<file path="src/hdl/la_decode_pkg.sv">
`default_nettype none

package la_decode_pkg;

  localparam int xlen        = 32;
  localparam int reg_addr_w  = 5;
  localparam int alu_op_w    = 12;
  localparam int mem_width_w = 4;
  localparam int br_kind_w   = 3;

  // bit positions in the one-hot alu op
  localparam int alu_add  = 0;
  localparam int alu_sub  = 1;
  localparam int alu_slt  = 2;
  localparam int alu_sltu = 3;
  localparam int alu_and  = 4;
  localparam int alu_nor  = 5;
  localparam int alu_or   = 6;
  localparam int alu_xor  = 7;
  localparam int alu_sll  = 8;
  localparam int alu_srl  = 9;
  localparam int alu_sra  = 10;
  localparam int alu_lui  = 11;

  localparam logic [br_kind_w-1:0] br_none = 3'd0;
  localparam logic [br_kind_w-1:0] br_eq   = 3'd1;
  localparam logic [br_kind_w-1:0] br_ne   = 3'd2;
  localparam logic [br_kind_w-1:0] br_lt   = 3'd3;
  localparam logic [br_kind_w-1:0] br_ge   = 3'd4;
  localparam logic [br_kind_w-1:0] br_ltu  = 3'd5;
  localparam logic [br_kind_w-1:0] br_geu  = 3'd6;
  localparam logic [br_kind_w-1:0] br_jump = 3'd7;  // b, bl, jirl

  // inst[31:26]
  localparam logic [5:0] op6_alu    = 6'h00;
  localparam logic [5:0] op6_lu12i  = 6'h05;
  localparam logic [5:0] op6_pcaddu = 6'h07;
  localparam logic [5:0] op6_mem    = 6'h0a;
  localparam logic [5:0] op6_jirl   = 6'h13;
  localparam logic [5:0] op6_b      = 6'h14;
  localparam logic [5:0] op6_bl     = 6'h15;
  localparam logic [5:0] op6_beq    = 6'h16;
  localparam logic [5:0] op6_bne    = 6'h17;
  localparam logic [5:0] op6_blt    = 6'h18;
  localparam logic [5:0] op6_bge    = 6'h19;
  localparam logic [5:0] op6_bltu   = 6'h1a;
  localparam logic [5:0] op6_bgeu   = 6'h1b;

  // inst[25:22], alu group
  localparam logic [3:0] op4_3r      = 4'h0;
  localparam logic [3:0] op4_shift_i = 4'h1;
  localparam logic [3:0] op4_slti    = 4'h8;
  localparam logic [3:0] op4_sltui   = 4'h9;
  localparam logic [3:0] op4_addi    = 4'ha;
  localparam logic [3:0] op4_andi    = 4'hd;
  localparam logic [3:0] op4_ori     = 4'he;
  localparam logic [3:0] op4_xori    = 4'hf;

  // inst[25:22], memory group
  localparam logic [3:0] op4_ld_b  = 4'h0;
  localparam logic [3:0] op4_ld_h  = 4'h1;
  localparam logic [3:0] op4_ld_w  = 4'h2;
  localparam logic [3:0] op4_st_b  = 4'h4;
  localparam logic [3:0] op4_st_h  = 4'h5;
  localparam logic [3:0] op4_st_w  = 4'h6;
  localparam logic [3:0] op4_ld_bu = 4'h8;
  localparam logic [3:0] op4_ld_hu = 4'h9;

  // inst[21:20]
  localparam logic [1:0] op2_3r      = 2'h1;
  localparam logic [1:0] op2_shift_i = 2'h0;

  // inst[19:15]
  localparam logic [4:0] op5_add  = 5'h00;
  localparam logic [4:0] op5_sub  = 5'h02;
  localparam logic [4:0] op5_slt  = 5'h04;
  localparam logic [4:0] op5_sltu = 5'h05;
  localparam logic [4:0] op5_nor  = 5'h08;
  localparam logic [4:0] op5_and  = 5'h09;
  localparam logic [4:0] op5_or   = 5'h0a;
  localparam logic [4:0] op5_xor  = 5'h0b;
  localparam logic [4:0] op5_sll  = 5'h0e;
  localparam logic [4:0] op5_srl  = 5'h0f;
  localparam logic [4:0] op5_sra  = 5'h10;
  localparam logic [4:0] op5_slli = 5'h01;
  localparam logic [4:0] op5_srli = 5'h09;
  localparam logic [4:0] op5_srai = 5'h11;

  typedef union packed {
    struct packed {
      logic [16:0]           opcode;
      logic [reg_addr_w-1:0] rk;
      logic [reg_addr_w-1:0] rj;
      logic [reg_addr_w-1:0] rd;
    } fmt_3r;
    struct packed {
      logic [9:0]            opcode;
      logic [11:0]           i12;
      logic [reg_addr_w-1:0] rj;
      logic [reg_addr_w-1:0] rd;
    } fmt_2ri12;
    struct packed {
      logic [5:0]            opcode;
      logic [15:0]           i16;
      logic [reg_addr_w-1:0] rj;
      logic [reg_addr_w-1:0] rd;
    } fmt_2ri16;
  } la_inst_t;

endpackage

`default_nettype wire

</file>
<file path="src/hdl/inst_decoder.sv">
`timescale 1ns/1ps
`default_nettype none

module inst_decoder
  import la_decode_pkg::*;
(
  input  la_inst_t               inst,
  input  logic [xlen-1:0]        pc,
  input  logic [xlen-1:0]        rj_data,
  input  logic [xlen-1:0]        rkd_data,
  output logic [reg_addr_w-1:0]  raddr_rj,
  output logic [reg_addr_w-1:0]  raddr_rkd,
  output logic [alu_op_w-1:0]    alu_op,
  output logic [mem_width_w-1:0] mem_width,
  output logic                   mem_we,
  output logic                   res_from_mem,
  output logic                   gr_we,
  output logic [reg_addr_w-1:0]  dest,
  output logic [xlen-1:0]        imm,
  output logic                   src1_is_pc,
  output logic                   src2_is_imm,
  output logic                   src2_is_4,
  output logic [br_kind_w-1:0]   br_kind,
  output logic                   use_rj_target,
  output logic                   use_rj,
  output logic                   use_rkd,
  output logic                   is_branch,
  output logic                   is_mem,
  output logic [xlen-1:0]        rj_value,
  output logic [xlen-1:0]        rkd_value,
  output logic [xlen-1:0]        inst_pc
);

  logic [5:0]  op6;
  logic [3:0]  op4;
  logic [11:0] op_hi;
  logic [4:0]  op5;
  logic [11:0] i12;
  logic [15:0] i16;
  logic [19:0] i20;
  logic [25:0] i26;
  logic is_3r, is_shi, is_alu, is_mem_grp;
  logic inst_add, inst_sub, inst_slt, inst_sltu, inst_nor, inst_and, inst_or, inst_xor;
  logic inst_sll, inst_srl, inst_sra, inst_slli, inst_srli, inst_srai;
  logic inst_addi, inst_slti, inst_sltui, inst_andi, inst_ori, inst_xori;
  logic inst_lu12i, inst_pcaddu;
  logic ld_b, ld_h, ld_w, ld_bu, ld_hu, st_b, st_h, st_w, is_ld, is_st;
  logic inst_jirl, inst_b, inst_bl, inst_beq, inst_bne, inst_blt, inst_bge, inst_bltu, inst_bgeu;
  logic cond_br, need_ui5, need_si12, need_si16, need_si20, need_si26;

  // one word, three views
  assign op6   = inst.fmt_2ri16.opcode;
  assign op4   = inst.fmt_2ri12.opcode[3:0];
  assign op_hi = inst.fmt_3r.opcode[16:5];
  assign op5   = inst.fmt_3r.opcode[4:0];
  assign i12   = inst.fmt_2ri12.i12;
  assign i16   = inst.fmt_2ri16.i16;
  assign i20   = {inst.fmt_2ri16.i16[14:0], inst.fmt_2ri16.rj};
  assign i26   = {inst.fmt_2ri16.rj, inst.fmt_2ri16.rd, inst.fmt_2ri16.i16};

  assign is_3r      = op_hi == {op6_alu, op4_3r, op2_3r};
  assign is_shi     = op_hi == {op6_alu, op4_shift_i, op2_shift_i};
  assign is_alu     = op6 == op6_alu;
  assign is_mem_grp = op6 == op6_mem;

  assign inst_add  = is_3r & (op5 == op5_add);
  assign inst_sub  = is_3r & (op5 == op5_sub);
  assign inst_slt  = is_3r & (op5 == op5_slt);
  assign inst_sltu = is_3r & (op5 == op5_sltu);
  assign inst_nor  = is_3r & (op5 == op5_nor);
  assign inst_and  = is_3r & (op5 == op5_and);
  assign inst_or   = is_3r & (op5 == op5_or);
  assign inst_xor  = is_3r & (op5 == op5_xor);
  assign inst_sll  = is_3r & (op5 == op5_sll);
  assign inst_srl  = is_3r & (op5 == op5_srl);
  assign inst_sra  = is_3r & (op5 == op5_sra);
  assign inst_slli = is_shi & (op5 == op5_slli);
  assign inst_srli = is_shi & (op5 == op5_srli);
  assign inst_srai = is_shi & (op5 == op5_srai);

  assign inst_addi  = is_alu & (op4 == op4_addi);
  assign inst_slti  = is_alu & (op4 == op4_slti);
  assign inst_sltui = is_alu & (op4 == op4_sltui);
  assign inst_andi  = is_alu & (op4 == op4_andi);
  assign inst_ori   = is_alu & (op4 == op4_ori);
  assign inst_xori  = is_alu & (op4 == op4_xori);

  assign inst_lu12i  = (op6 == op6_lu12i) & ~i16[15];  // inst[25] must be 0
  assign inst_pcaddu = (op6 == op6_pcaddu) & ~i16[15];

  assign ld_b  = is_mem_grp & (op4 == op4_ld_b);
  assign ld_h  = is_mem_grp & (op4 == op4_ld_h);
  assign ld_w  = is_mem_grp & (op4 == op4_ld_w);
  assign ld_bu = is_mem_grp & (op4 == op4_ld_bu);
  assign ld_hu = is_mem_grp & (op4 == op4_ld_hu);
  assign st_b  = is_mem_grp & (op4 == op4_st_b);
  assign st_h  = is_mem_grp & (op4 == op4_st_h);
  assign st_w  = is_mem_grp & (op4 == op4_st_w);
  assign is_ld = ld_b | ld_h | ld_w | ld_bu | ld_hu;
  assign is_st = st_b | st_h | st_w;

  assign inst_jirl = op6 == op6_jirl;
  assign inst_b    = op6 == op6_b;
  assign inst_bl   = op6 == op6_bl;
  assign inst_beq  = op6 == op6_beq;
  assign inst_bne  = op6 == op6_bne;
  assign inst_blt  = op6 == op6_blt;
  assign inst_bge  = op6 == op6_bge;
  assign inst_bltu = op6 == op6_bltu;
  assign inst_bgeu = op6 == op6_bgeu;
  assign cond_br   = inst_beq | inst_bne | inst_blt | inst_bge | inst_bltu | inst_bgeu;

  assign alu_op[alu_add]  = inst_add | inst_addi | is_ld | is_st | inst_jirl | inst_bl |
                            inst_pcaddu;
  assign alu_op[alu_sub]  = inst_sub | inst_beq | inst_bne;
  assign alu_op[alu_slt]  = inst_slt | inst_slti | inst_blt | inst_bge;
  assign alu_op[alu_sltu] = inst_sltu | inst_sltui | inst_bltu | inst_bgeu;
  assign alu_op[alu_and]  = inst_and | inst_andi;
  assign alu_op[alu_nor]  = inst_nor;
  assign alu_op[alu_or]   = inst_or | inst_ori;
  assign alu_op[alu_xor]  = inst_xor | inst_xori;
  assign alu_op[alu_sll]  = inst_sll | inst_slli;
  assign alu_op[alu_srl]  = inst_srl | inst_srli;
  assign alu_op[alu_sra]  = inst_sra | inst_srai;
  assign alu_op[alu_lui]  = inst_lu12i;

  assign mem_width = (ld_w | st_w)         ? 4'hf :
                     (ld_h | ld_hu | st_h) ? 4'h3 :
                     (ld_b | ld_bu | st_b) ? 4'h1 : 4'h0;
  assign mem_we       = is_st;
  assign res_from_mem = is_ld;
  assign is_mem       = is_ld | is_st;

  assign need_ui5  = inst_slli | inst_srli | inst_srai;
  assign need_si12 = inst_addi | inst_slti | inst_sltui | is_ld | is_st;
  assign need_si16 = cond_br | inst_jirl;
  assign need_si20 = inst_lu12i | inst_pcaddu;
  assign need_si26 = inst_b | inst_bl;

  assign imm = need_si20 ? {i20, 12'b0} :
               need_ui5  ? {27'b0, inst.fmt_3r.rk} :
               need_si26 ? {{6{i26[25]}}, i26} :
               need_si16 ? {{16{i16[15]}}, i16} :
               need_si12 ? {{20{i12[11]}}, i12} :
                           {20'b0, i12};  // logic immediates zero-extend

  assign src1_is_pc  = inst_jirl | inst_bl | inst_pcaddu;
  assign src2_is_4   = inst_jirl | inst_bl;
  assign src2_is_imm = need_si12 | need_ui5 | need_si20 | inst_andi | inst_ori | inst_xori;

  always_comb begin
    br_kind = br_none;
    if (inst_beq) br_kind = br_eq;
    if (inst_bne) br_kind = br_ne;
    if (inst_blt) br_kind = br_lt;
    if (inst_bge) br_kind = br_ge;
    if (inst_bltu) br_kind = br_ltu;
    if (inst_bgeu) br_kind = br_geu;
    if (inst_b | inst_bl | inst_jirl) br_kind = br_jump;
  end

  assign use_rj_target = inst_jirl;
  assign is_branch     = cond_br | inst_b | inst_bl | inst_jirl;
  assign gr_we         = ~(is_st | cond_br | inst_b);
  assign dest          = inst_bl ? 5'd1 : inst.fmt_3r.rd;  // bl links to r1

  // branches and stores compare or store rd
  assign raddr_rj  = inst.fmt_3r.rj;
  assign raddr_rkd = (cond_br | is_st) ? inst.fmt_3r.rd : inst.fmt_3r.rk;
  assign use_rj    = ~(need_si20 | need_si26);
  assign use_rkd   = is_3r | cond_br | is_st;

  assign rj_value  = rj_data;
  assign rkd_value = rkd_data;
  assign inst_pc   = pc;

endmodule

`default_nettype wire

</file>
<file path="src/hdl/pair_check.sv">
`timescale 1ns/1ps
`default_nettype none

module pair_check
  import la_decode_pkg::*;
(
  input  logic                  gr_we0,
  input  logic [reg_addr_w-1:0] dest0,
  input  logic                  is_branch0,
  input  logic                  is_mem0,
  input  logic                  is_mem1,
  input  logic                  use_rj1,
  input  logic                  use_rkd1,
  input  logic [reg_addr_w-1:0] raddr_rj1,
  input  logic [reg_addr_w-1:0] raddr_rkd1,
  output logic                  pair_ok
);

  logic writes0;
  logic raw;

  // writes to r0 are discarded, no dependence
  assign writes0 = gr_we0 & (|dest0);

  assign raw = writes0 & ((use_rj1 & (raddr_rj1 == dest0)) |
                          (use_rkd1 & (raddr_rkd1 == dest0)));

  // one memory port, branch resolves alone
  assign pair_ok = ~is_branch0 & ~is_mem0 & ~is_mem1 & ~raw;

endmodule

`default_nettype wire

</file>
<file path="src/hdl/issue_reg.sv">
`timescale 1ns/1ps
`default_nettype none

module issue_reg
  import la_decode_pkg::*;
(
  input  logic                              clk,
  input  logic                              arst_n,
  input  logic                              ready,
  input  logic                              flush,
  input  logic [1:0]                        next_valid,
  input  logic [1:0][alu_op_w-1:0]          alu_op,
  input  logic [1:0][mem_width_w-1:0]       mem_width,
  input  logic [1:0]                        mem_we,
  input  logic [1:0]                        res_from_mem,
  input  logic [1:0]                        gr_we,
  input  logic [1:0][reg_addr_w-1:0]        dest,
  input  logic [1:0][xlen-1:0]              imm,
  input  logic [1:0]                        src1_is_pc,
  input  logic [1:0]                        src2_is_imm,
  input  logic [1:0]                        src2_is_4,
  input  logic [1:0][br_kind_w-1:0]         br_kind,
  input  logic [1:0]                        use_rj_target,
  input  logic [1:0][xlen-1:0]              rj_value,
  input  logic [1:0][xlen-1:0]              rkd_value,
  input  logic [1:0][xlen-1:0]              pc,
  input  logic [1:0]                        pc_is_jump,
  output logic [1:0]                        ex_valid,
  output logic [1:0][alu_op_w-1:0]          ex_alu_op,
  output logic [1:0][mem_width_w-1:0]       ex_mem_width,
  output logic [1:0]                        ex_mem_we,
  output logic [1:0]                        ex_res_from_mem,
  output logic [1:0]                        ex_gr_we,
  output logic [1:0][reg_addr_w-1:0]        ex_dest,
  output logic [1:0][xlen-1:0]              ex_imm,
  output logic [1:0]                        ex_src1_is_pc,
  output logic [1:0]                        ex_src2_is_imm,
  output logic [1:0]                        ex_src2_is_4,
  output logic [1:0][br_kind_w-1:0]         ex_br_kind,
  output logic [1:0]                        ex_use_rj_target,
  output logic [1:0][xlen-1:0]              ex_rj_value,
  output logic [1:0][xlen-1:0]              ex_rkd_value,
  output logic [1:0][xlen-1:0]              ex_pc,
  output logic [1:0]                        ex_pc_is_jump
);

  always_ff @(posedge clk or negedge arst_n) begin
    if (!arst_n) begin
      ex_valid <= '0;
    end else if (flush) begin  // wins over a stall
      ex_valid <= '0;
    end else if (ready) begin
      ex_valid <= next_valid;
    end
  end

  always_ff @(posedge clk or negedge arst_n) begin
    if (!arst_n) begin
      ex_alu_op        <= '0;
      ex_mem_width     <= '0;
      ex_mem_we        <= '0;
      ex_res_from_mem  <= '0;
      ex_gr_we         <= '0;
      ex_dest          <= '0;
      ex_imm           <= '0;
      ex_src1_is_pc    <= '0;
      ex_src2_is_imm   <= '0;
      ex_src2_is_4     <= '0;
      ex_br_kind       <= '0;
      ex_use_rj_target <= '0;
      ex_rj_value      <= '0;
      ex_rkd_value     <= '0;
      ex_pc            <= '0;
      ex_pc_is_jump    <= '0;
    end else if (ready) begin
      ex_alu_op        <= alu_op;
      ex_mem_width     <= mem_width;
      ex_mem_we        <= mem_we;
      ex_res_from_mem  <= res_from_mem;
      ex_gr_we         <= gr_we;
      ex_dest          <= dest;
      ex_imm           <= imm;
      ex_src1_is_pc    <= src1_is_pc;
      ex_src2_is_imm   <= src2_is_imm;
      ex_src2_is_4     <= src2_is_4;
      ex_br_kind       <= br_kind;
      ex_use_rj_target <= use_rj_target;
      ex_rj_value      <= rj_value;
      ex_rkd_value     <= rkd_value;
      ex_pc            <= pc;
      ex_pc_is_jump    <= pc_is_jump;
    end
  end

endmodule

`default_nettype wire

</file>
<file path="src/hdl/decode_stage.sv">
`timescale 1ns/1ps
`default_nettype none

module decode_stage
  import la_decode_pkg::*;
(
  input  logic                        clk,
  input  logic                        arst_n,
  input  logic                        fetch_valid,
  input  logic [1:0]                  slot_valid,
  input  logic [1:0][xlen-1:0]        slot_pc,
  input  logic [1:0][xlen-1:0]        slot_inst,
  input  logic [1:0]                  slot_pc_is_jump,
  output logic [1:0]                  pop,
  output logic [3:0][reg_addr_w-1:0]  rf_raddr,
  input  logic [3:0][xlen-1:0]        rf_rdata,
  input  logic                        issue_ready,
  input  logic                        flush,
  output logic [1:0]                  ex_valid,
  output logic [1:0][alu_op_w-1:0]    ex_alu_op,
  output logic [1:0][mem_width_w-1:0] ex_mem_width,
  output logic [1:0]                  ex_mem_we,
  output logic [1:0]                  ex_res_from_mem,
  output logic [1:0]                  ex_gr_we,
  output logic [1:0][reg_addr_w-1:0]  ex_dest,
  output logic [1:0][xlen-1:0]        ex_imm,
  output logic [1:0]                  ex_src1_is_pc,
  output logic [1:0]                  ex_src2_is_imm,
  output logic [1:0]                  ex_src2_is_4,
  output logic [1:0][br_kind_w-1:0]   ex_br_kind,
  output logic [1:0]                  ex_use_rj_target,
  output logic [1:0][xlen-1:0]        ex_rj_value,
  output logic [1:0][xlen-1:0]        ex_rkd_value,
  output logic [1:0][xlen-1:0]        ex_pc,
  output logic [1:0]                  ex_pc_is_jump
);

  logic [1:0][alu_op_w-1:0]    alu_op;
  logic [1:0][mem_width_w-1:0] mem_width;
  logic [1:0][reg_addr_w-1:0]  dest;
  logic [1:0][xlen-1:0]        imm, rj_value, rkd_value, pc;
  logic [1:0][br_kind_w-1:0]   br_kind;
  logic [1:0] mem_we, res_from_mem, gr_we, src1_is_pc, src2_is_imm, src2_is_4;
  logic [1:0] use_rj_target, use_rj, use_rkd, is_branch, is_mem;
  logic [1:0] next_valid;
  logic       pair_ok;

  inst_decoder dec0_i (
    .inst(slot_inst[0]), .pc(slot_pc[0]),
    .rj_data(rf_rdata[0]), .rkd_data(rf_rdata[1]),
    .raddr_rj(rf_raddr[0]), .raddr_rkd(rf_raddr[1]),
    .alu_op(alu_op[0]), .mem_width(mem_width[0]), .mem_we(mem_we[0]),
    .res_from_mem(res_from_mem[0]), .gr_we(gr_we[0]), .dest(dest[0]), .imm(imm[0]),
    .src1_is_pc(src1_is_pc[0]), .src2_is_imm(src2_is_imm[0]), .src2_is_4(src2_is_4[0]),
    .br_kind(br_kind[0]), .use_rj_target(use_rj_target[0]),
    .use_rj(use_rj[0]), .use_rkd(use_rkd[0]), .is_branch(is_branch[0]), .is_mem(is_mem[0]),
    .rj_value(rj_value[0]), .rkd_value(rkd_value[0]), .inst_pc(pc[0])
  );

  inst_decoder dec1_i (
    .inst(slot_inst[1]), .pc(slot_pc[1]),
    .rj_data(rf_rdata[2]), .rkd_data(rf_rdata[3]),
    .raddr_rj(rf_raddr[2]), .raddr_rkd(rf_raddr[3]),
    .alu_op(alu_op[1]), .mem_width(mem_width[1]), .mem_we(mem_we[1]),
    .res_from_mem(res_from_mem[1]), .gr_we(gr_we[1]), .dest(dest[1]), .imm(imm[1]),
    .src1_is_pc(src1_is_pc[1]), .src2_is_imm(src2_is_imm[1]), .src2_is_4(src2_is_4[1]),
    .br_kind(br_kind[1]), .use_rj_target(use_rj_target[1]),
    .use_rj(use_rj[1]), .use_rkd(use_rkd[1]), .is_branch(is_branch[1]), .is_mem(is_mem[1]),
    .rj_value(rj_value[1]), .rkd_value(rkd_value[1]), .inst_pc(pc[1])
  );

  pair_check pair_i (
    .gr_we0(gr_we[0]),
    .dest0(dest[0]),
    .is_branch0(is_branch[0]),
    .is_mem0(is_mem[0]),
    .is_mem1(is_mem[1]),
    .use_rj1(use_rj[1]),
    .use_rkd1(use_rkd[1]),
    .raddr_rj1(rf_raddr[2]),
    .raddr_rkd1(rf_raddr[3]),
    .pair_ok(pair_ok)
  );

  // slot 1 never issues ahead of slot 0
  assign next_valid[0] = slot_valid[0] & fetch_valid;
  assign next_valid[1] = next_valid[0] & slot_valid[1] & pair_ok;
  assign pop           = next_valid & {2{issue_ready}};

  issue_reg ireg_i (
    .ready(issue_ready),
    .pc_is_jump(slot_pc_is_jump),
    .*
  );

endmodule

`default_nettype wire

</file>
<file path="config.mk">
export PLATFORM = sky130hd
export DESIGN_NAME = decode_stage
export DESIGN_NICKNAME = d
export VERILOG_FILES = /design/src/hdl/la_decode_pkg.sv /design/src/hdl/inst_decoder.sv /design/src/hdl/pair_check.sv /design/src/hdl/issue_reg.sv /design/src/hdl/decode_stage.sv
export SDC_FILE = /design/constraint.sdc
export NUM_CORES = 1
export LEC_CHECK = 0
export BUFFER_PORTS_ARGS = -buffer_cell sky130_fd_sc_hd__buf_4
export CAP_MARGIN = 30
export CORE_AREA = 2 2 239 241
export CTS_CLUSTER_SIZE = 14
export DETAILED_ROUTE_END_ITERATION = 16
export DIE_AREA = 0 0 241 243
export MAX_ROUTING_LAYER = met4
export SETUP_SLACK_MARGIN = 0.02
export SYNTH_ARGS = -nofsm -noshare
export SYNTH_HDL_FRONTEND = slang
export SYNTH_HIERARCHICAL = 1
export SYNTH_SLANG_ARGS = --single-unit
</file>
<file path="constraint.sdc">
create_clock -name clk -period 5.46 [get_ports clk]
set_clock_uncertainty 0.2 [all_clocks]
set_input_delay 0.819 -clock clk [delete_from_list [all_inputs] [get_ports clk]]
set_output_delay 0.819 -clock clk [all_outputs]
set_load 0.01 [all_outputs]
</file>
# Word level (Yosys, flattened, before mapping)
# Cells that the tools add are included.
[word_totals] output_inout_bits=344 reg_bits=322 elab_cells=344 input_bits=265
[op_classes] n_bitwise=199 eq_ne=76 n_reduce_logical=8 n_mux=36
[ops] cell="two-way mux 32 bit" count=10
[ops] cell="bitwise OR 1 bit" count=119
[ops] cell="== test 6 x 5 -> 1 bit, second input constant" count=18
[ops] cell="AND 1 bit" count=70
[ops] cell="== test 5 x 4 -> 1 bit, second input constant" count=12
[ops] cell="== test 4 bit, second input constant" count=12
[ops] cell="== test 12 x 1 -> 1 bit, second input constant" count=2
[ops] cell="== test 12 x 3 -> 1 bit, second input constant" count=2
[ops] cell="== test 4 x 3 -> 1 bit, second input constant" count=6
[ops] cell="== test 6 x 3 -> 1 bit, second input constant" count=4
[ops] cell="two-way mux 3 bit" count=8
[ops] cell="== test 5 x 3 -> 1 bit, second input constant" count=4
[ops] cell="== test 5 bit, second input constant" count=4
[ops] cell="two-way mux 5 bit" count=4
[ops] cell="two-way mux 4 bit" count=4
[ops] cell="== test 6 x 4 -> 1 bit, second input constant" count=2
[ops] cell="zero test 6 bit" count=2
[ops] cell="two-way mux 2 bit" count=6
[ops] cell="== test 5 x 1 -> 1 bit, second input constant" count=2
[ops] cell="== test 5 x 2 -> 1 bit, second input constant" count=2
[ops] cell="== test 5 bit" count=2
[ops] cell="zero test 5 bit" count=2
[ops] cell="NOT 1 bit" count=9
[ops] cell="== test 4 x 1 -> 1 bit, second input constant" count=2
[ops] cell="other kinds (6)" count=11

# Depth between registers and ports, before layout
[logic_depth] depth_word=17 depth_mapped=14 ltp_nobuf=12

# Modules after synthesis
# The synthesis kept the hierarchy.
[modules_own_cells] module="issue_reg" cells_per_inst=682 area_each_um2=13208.9 seq_area_each_um2=8057.7 instances=1
[modules_own_cells] module="inst_decoder" cells_per_inst=280 area_each_um2=1939.4 seq_area_each_um2=0.0 instances=2
[modules_own_cells] module="pair_check" cells_per_inst=18 area_each_um2=143.9 seq_area_each_um2=0.0 instances=1
[modules_own_cells] module="decode_stage" cells_per_inst=4 area_each_um2=27.5 seq_area_each_um2=0.0 instances=1

# Worst setup path before layout
# No wires, ideal clock.
[synth_timing] path_type="input port to output port" start="in slot_inst[29] (netlist name)" end="out pop[1]" t_arrival_ns=3.441 n_path_buf=2 cell_stages=11 path_slack_ns=1.000 required_time_ns=4.441 cell_sequence="buf_2 nand2b_1 nor3_1 clkbuf_1 nand2_1 and2_1 or4_1 o21a_1 a2111oi_2 and4_1 and2_1"
[synth_lines] element="from (decl)" line_no="decode_stage.sv:12" source="input logic [1:0][xlen-1:0] slot_inst,"
[synth_lines] element="to (decl)" line_no="decode_stage.sv:14" source="output logic [1:0] pop,"

# Final worst setup path
[layout_timing] start="in slot_inst[60] (netlist name)" end="out pop[1]"
[layout_via] elab_cells_between_ends=53 classes_between="eq/ne (13); mux (1); bitwise (39)"
[layout_lines] element="== test 6 x 4 -> 1 bit (*)" line_no="inst_decoder.sv:64" source="assign is_mem_grp = op6 == op6_mem;"
[layout_lines] element="AND 1 bit, on equally long branches" line_no="inst_decoder.sv:96, inst_decoder.sv:97"
[layout_lines] element="bitwise OR 1 bit" line_no="inst_decoder.sv:100" source="assign is_st = st_b | st_h | st_w;"
[layout_lines] element="bitwise OR 1 bit (*)" line_no="inst_decoder.sv:100"
[layout_lines] element="named net mem_we[1]" line_no="decode_stage.sv:43" source="logic [1:0] mem_we, res_from_mem, gr_we, src1_is_pc, src2_is_imm, src2_is_4;"
[layout_lines] element="bitwise OR 1 bit" line_no="inst_decoder.sv:169" source="assign raddr_rkd = (cond_br | is_st) ? inst.fmt_3r.rd : inst.fmt_3r.rk;"
[layout_lines] element="two-way mux 5 bit" line_no="inst_decoder.sv:169"
[layout_lines] element="== test 5 bit" line_no="pair_check.sv:26" source="(use_rkd1 & (raddr_rkd1 == dest0)));"
[layout_lines] element="AND 1 bit" line_no="pair_check.sv:26"
[layout_lines] element="bitwise OR 1 bit" line_no="pair_check.sv:25" source="assign raw = writes0 & ((use_rj1 & (raddr_rj1 == dest0)) |"
[layout_lines] element="AND 1 bit" line_no="pair_check.sv:25"
[layout_lines] element="NOT 1 bit" line_no="pair_check.sv:29" source="assign pair_ok = ~is_branch0 & ~is_mem0 & ~is_mem1 & ~raw;"
[layout_lines] element="AND 1 bit (*)" line_no="pair_check.sv:29"
[layout_lines] element="named net pair_ok" line_no="decode_stage.sv:46" source="logic pair_ok;"
[layout_lines] element="AND 1 bit (*)" line_no="decode_stage.sv:87" source="assign next_valid[1] = next_valid[0] & slot_valid[1] & pair_ok;"
[layout_lines] element="named net next_valid[1]" line_no="decode_stage.sv:45" source="logic [1:0] next_valid;"
[layout_lines] element="AND 2 bit (*)" line_no="decode_stage.sv:88" source="assign pop = next_valid & {2{issue_ready}};"
# The timed path passes the listed nets; every way through them passes the cells marked *.

==> summary.txt <==
Reg power frac: 40.6%
Final Setup Violations: 0
Met1 Resource Use GR: 20.6%
Delay-heaviest family, CP: simple AND/OR/NAND/NOR gates
Final antenna-violating net count: 0
CP cell instances: buf_4 > nand2b_1 > and3b_1 > and3_1 > a21o_1 > mux2_2 > xnor2_1 > nand4_1 > o22ai_1 > a2111oi_2 > buf_4 > and4_1 > and2_1 > buf_4
Clock-pin slew on the worst setup and hold paths: 0.06 ns
Num rows: 87
Port-buffer cells: 608
Internal: 0.00498 W
Hold_buf cts: 0
Rel. slew slack: 46.2%
VDD IR max: 0.168 mV
Yosys warning total: 6
Fill cell count: 5397
First-pass GRT wire length: 73700 um
Grt met3 use: 5.36%
Layout cell share with drive strength beyond 1: 61.7%
Switching Share: 25.3%
R2R depth: 1
Iteration-0 DRC Markers: 493
Clock Sinks: 322
Overflow left after global routing: 0
Fin. Hold Viols: 0
Starting Density: 30.8%
Post-CTS setup buffers: 0
Grt peak-use layer: met2
Minimum clock period: 4.89 ns
IO Count: 609
CTS Root Cell: clkbuf_16
Critical path class: primary input to primary output
Reg2reg end: ireg_i/ex_pc[51]$_DFFE_PN0P_
Crit-path most repeated cell: buf_4
P_leak: 11.0 nW
CTS tree: done
Max Clk Rate: 204 MHz
DRC: 0
Comb pwr share: 18.6%
Slew at the pin with the worst max-slew slack: 0.807 ns
Total Wirelength: 50400 um
Chip width: 241 um
Die area: 0.0586 mm^2
Max Slew Vio Count: 0
RSZ-0062 raised after global routing: no
Via count: 11200
Largest net degree at the start of global routing: 112
CTS buffer count: 40
WP buf/inv: 3
Height of the die: 243 um
CTS Buffer Depth: 3
Number of global-route vias before repair: 11500
Synth Instances: 1262
Final core utilization: 39.5%
Crit path largest cell delay: 0.41 ns
TritonRoute pass-1 iters: 5
Gr usage total: 16.9%
Core area: 0.0560 mm^2
H-tree depth: 2
Worst R2R Start: ireg_i/ex_pc[51]$_DFFE_PN0P_
Layout net count: 1912
Antenna violations before repair: 1
Most frequent cells in the layout: 615 x buf_4, 322 x dfrtp_1, 278 x mux2_4
Fin Setup TNS: 0 ns
Cell Pwr Density: 301 mW/mm^2
Worst Path Required: 4.44 ns
Clk_lat worst skew: 0.54 ns
GPL Wtd Cong: 0.942
Critical Path End Type: primary output
Reg2Reg Setup Slack: 4.42 ns
Commonest non-fill, non-tap cell in the layout: buf_4
Worst EP arrival: 3.88 ns
Mean post-synth cell area: 13.7 um^2
CP Launch Type: primary input
Switching pwr: 0.00169 W
Synthesis-to-layout area growth: 28.3%
Clk network pwr share: 40.8%
Post-DP HPWL: 37000 um
Syn Std Cell Area: 0.0172 mm^2
CTS resizes: 0
Slowest CP cell: mux2_2
Crit-path max FO: 11
Worst Hold Class: primary input to async pin
Final period utilization: 89.6%
Max-cap viol count: 0
Via-to-Cell Ratio: 4.59
Syn_nets: 1527
Routed WL per cell: 20.7 um
Status: finished clean
Met2 GRT Util: 26.7%
## stage by stage
step | setup slack (ns) | instances | instance area (um^2) | power, W | hold slack [ns]
2_1_floorplan | 1.00 | 1262 | 17200 | 0.00344 | 0.323
3_3_place_gp | 0.644 | 2361 | 20800 | 0.00399 | 0.293
3_5_place_dp | 0.563 | 2361 | 20800 | 0.00400 | 0.294
4_1_cts | 0.552 | 2431 | 22100 | 0.00679 | 0.149
5_1_grt | 0.349 | 2432 | 22100 | 0.00698 | 0.164
6_report | 0.565 | 2432 | 22100 | 0.00667 | 0.122
## final cells by class
class / count / area, um^2 / area share [%]
Sequential cell: 322 / 8060 / 36.4
Tap cell: 756 / 946 / 4.28
Inverter: 12 / 45.0 / 0.204
Multi-Input combinational cell: 650 / 7000 / 31.6
Antenna cell: 1 / 2.50 / 0.0113
Timing Repair Buffer: 621 / 4730 / 21.4
Clock inverter: 13 / 170 / 0.769
Clock buffer: 57 / 1180 / 5.32
## worst max-delay path by stage
stage | start | end | cells after the start | slack (ns)
finish | slot_inst[60] | pop[1] | 14 | 0.57
global route | slot_inst[59] | pop[1] | 14 | 0.35
CTS | slot_inst[60] | pop[1] | 14 | 0.55
detailed placement | slot_inst[60] | pop[1] | 14 | 0.56
global placement | slot_inst[60] | pop[1] | 14 | 0.64
floorplan | slot_inst[29] | pop[1] | 11 | 1.00
## layer usage
| metal | part of all wire (%) | wire length [um] |
|---|---|---|
| met5 | 0 | 0 |
| met4 | 2.3 | 1150 |
| met3 | 8.6 | 4310 |
| met2 | 47 | 23800 |
| met1 | 42 | 21100 |
## power groups by stage
stage          clock [W]  sequential (W)  combinational [W]
2_1_floorplan          0         0.00282           0.000619
3_3_place_gp           0         0.00274            0.00125
3_5_place_dp           0         0.00275            0.00125
4_1_cts          0.00282         0.00271            0.00126
5_1_grt          0.00292         0.00273            0.00132
6_report         0.00272         0.00271            0.00124
## registers in the layout (all words and copies together), names as in the netlist, 6 cells and up
name                 flops
ireg_i/ex_imm           64
ireg_i/ex_rkd_value     64
ireg_i/ex_rj_value      64
ireg_i/ex_pc            64
ireg_i/ex_br_kind        6
ireg_i/ex_mem_width      8
ireg_i/ex_alu_op        24
ireg_i/ex_dest          10
(Power assumes the default switching activity.)
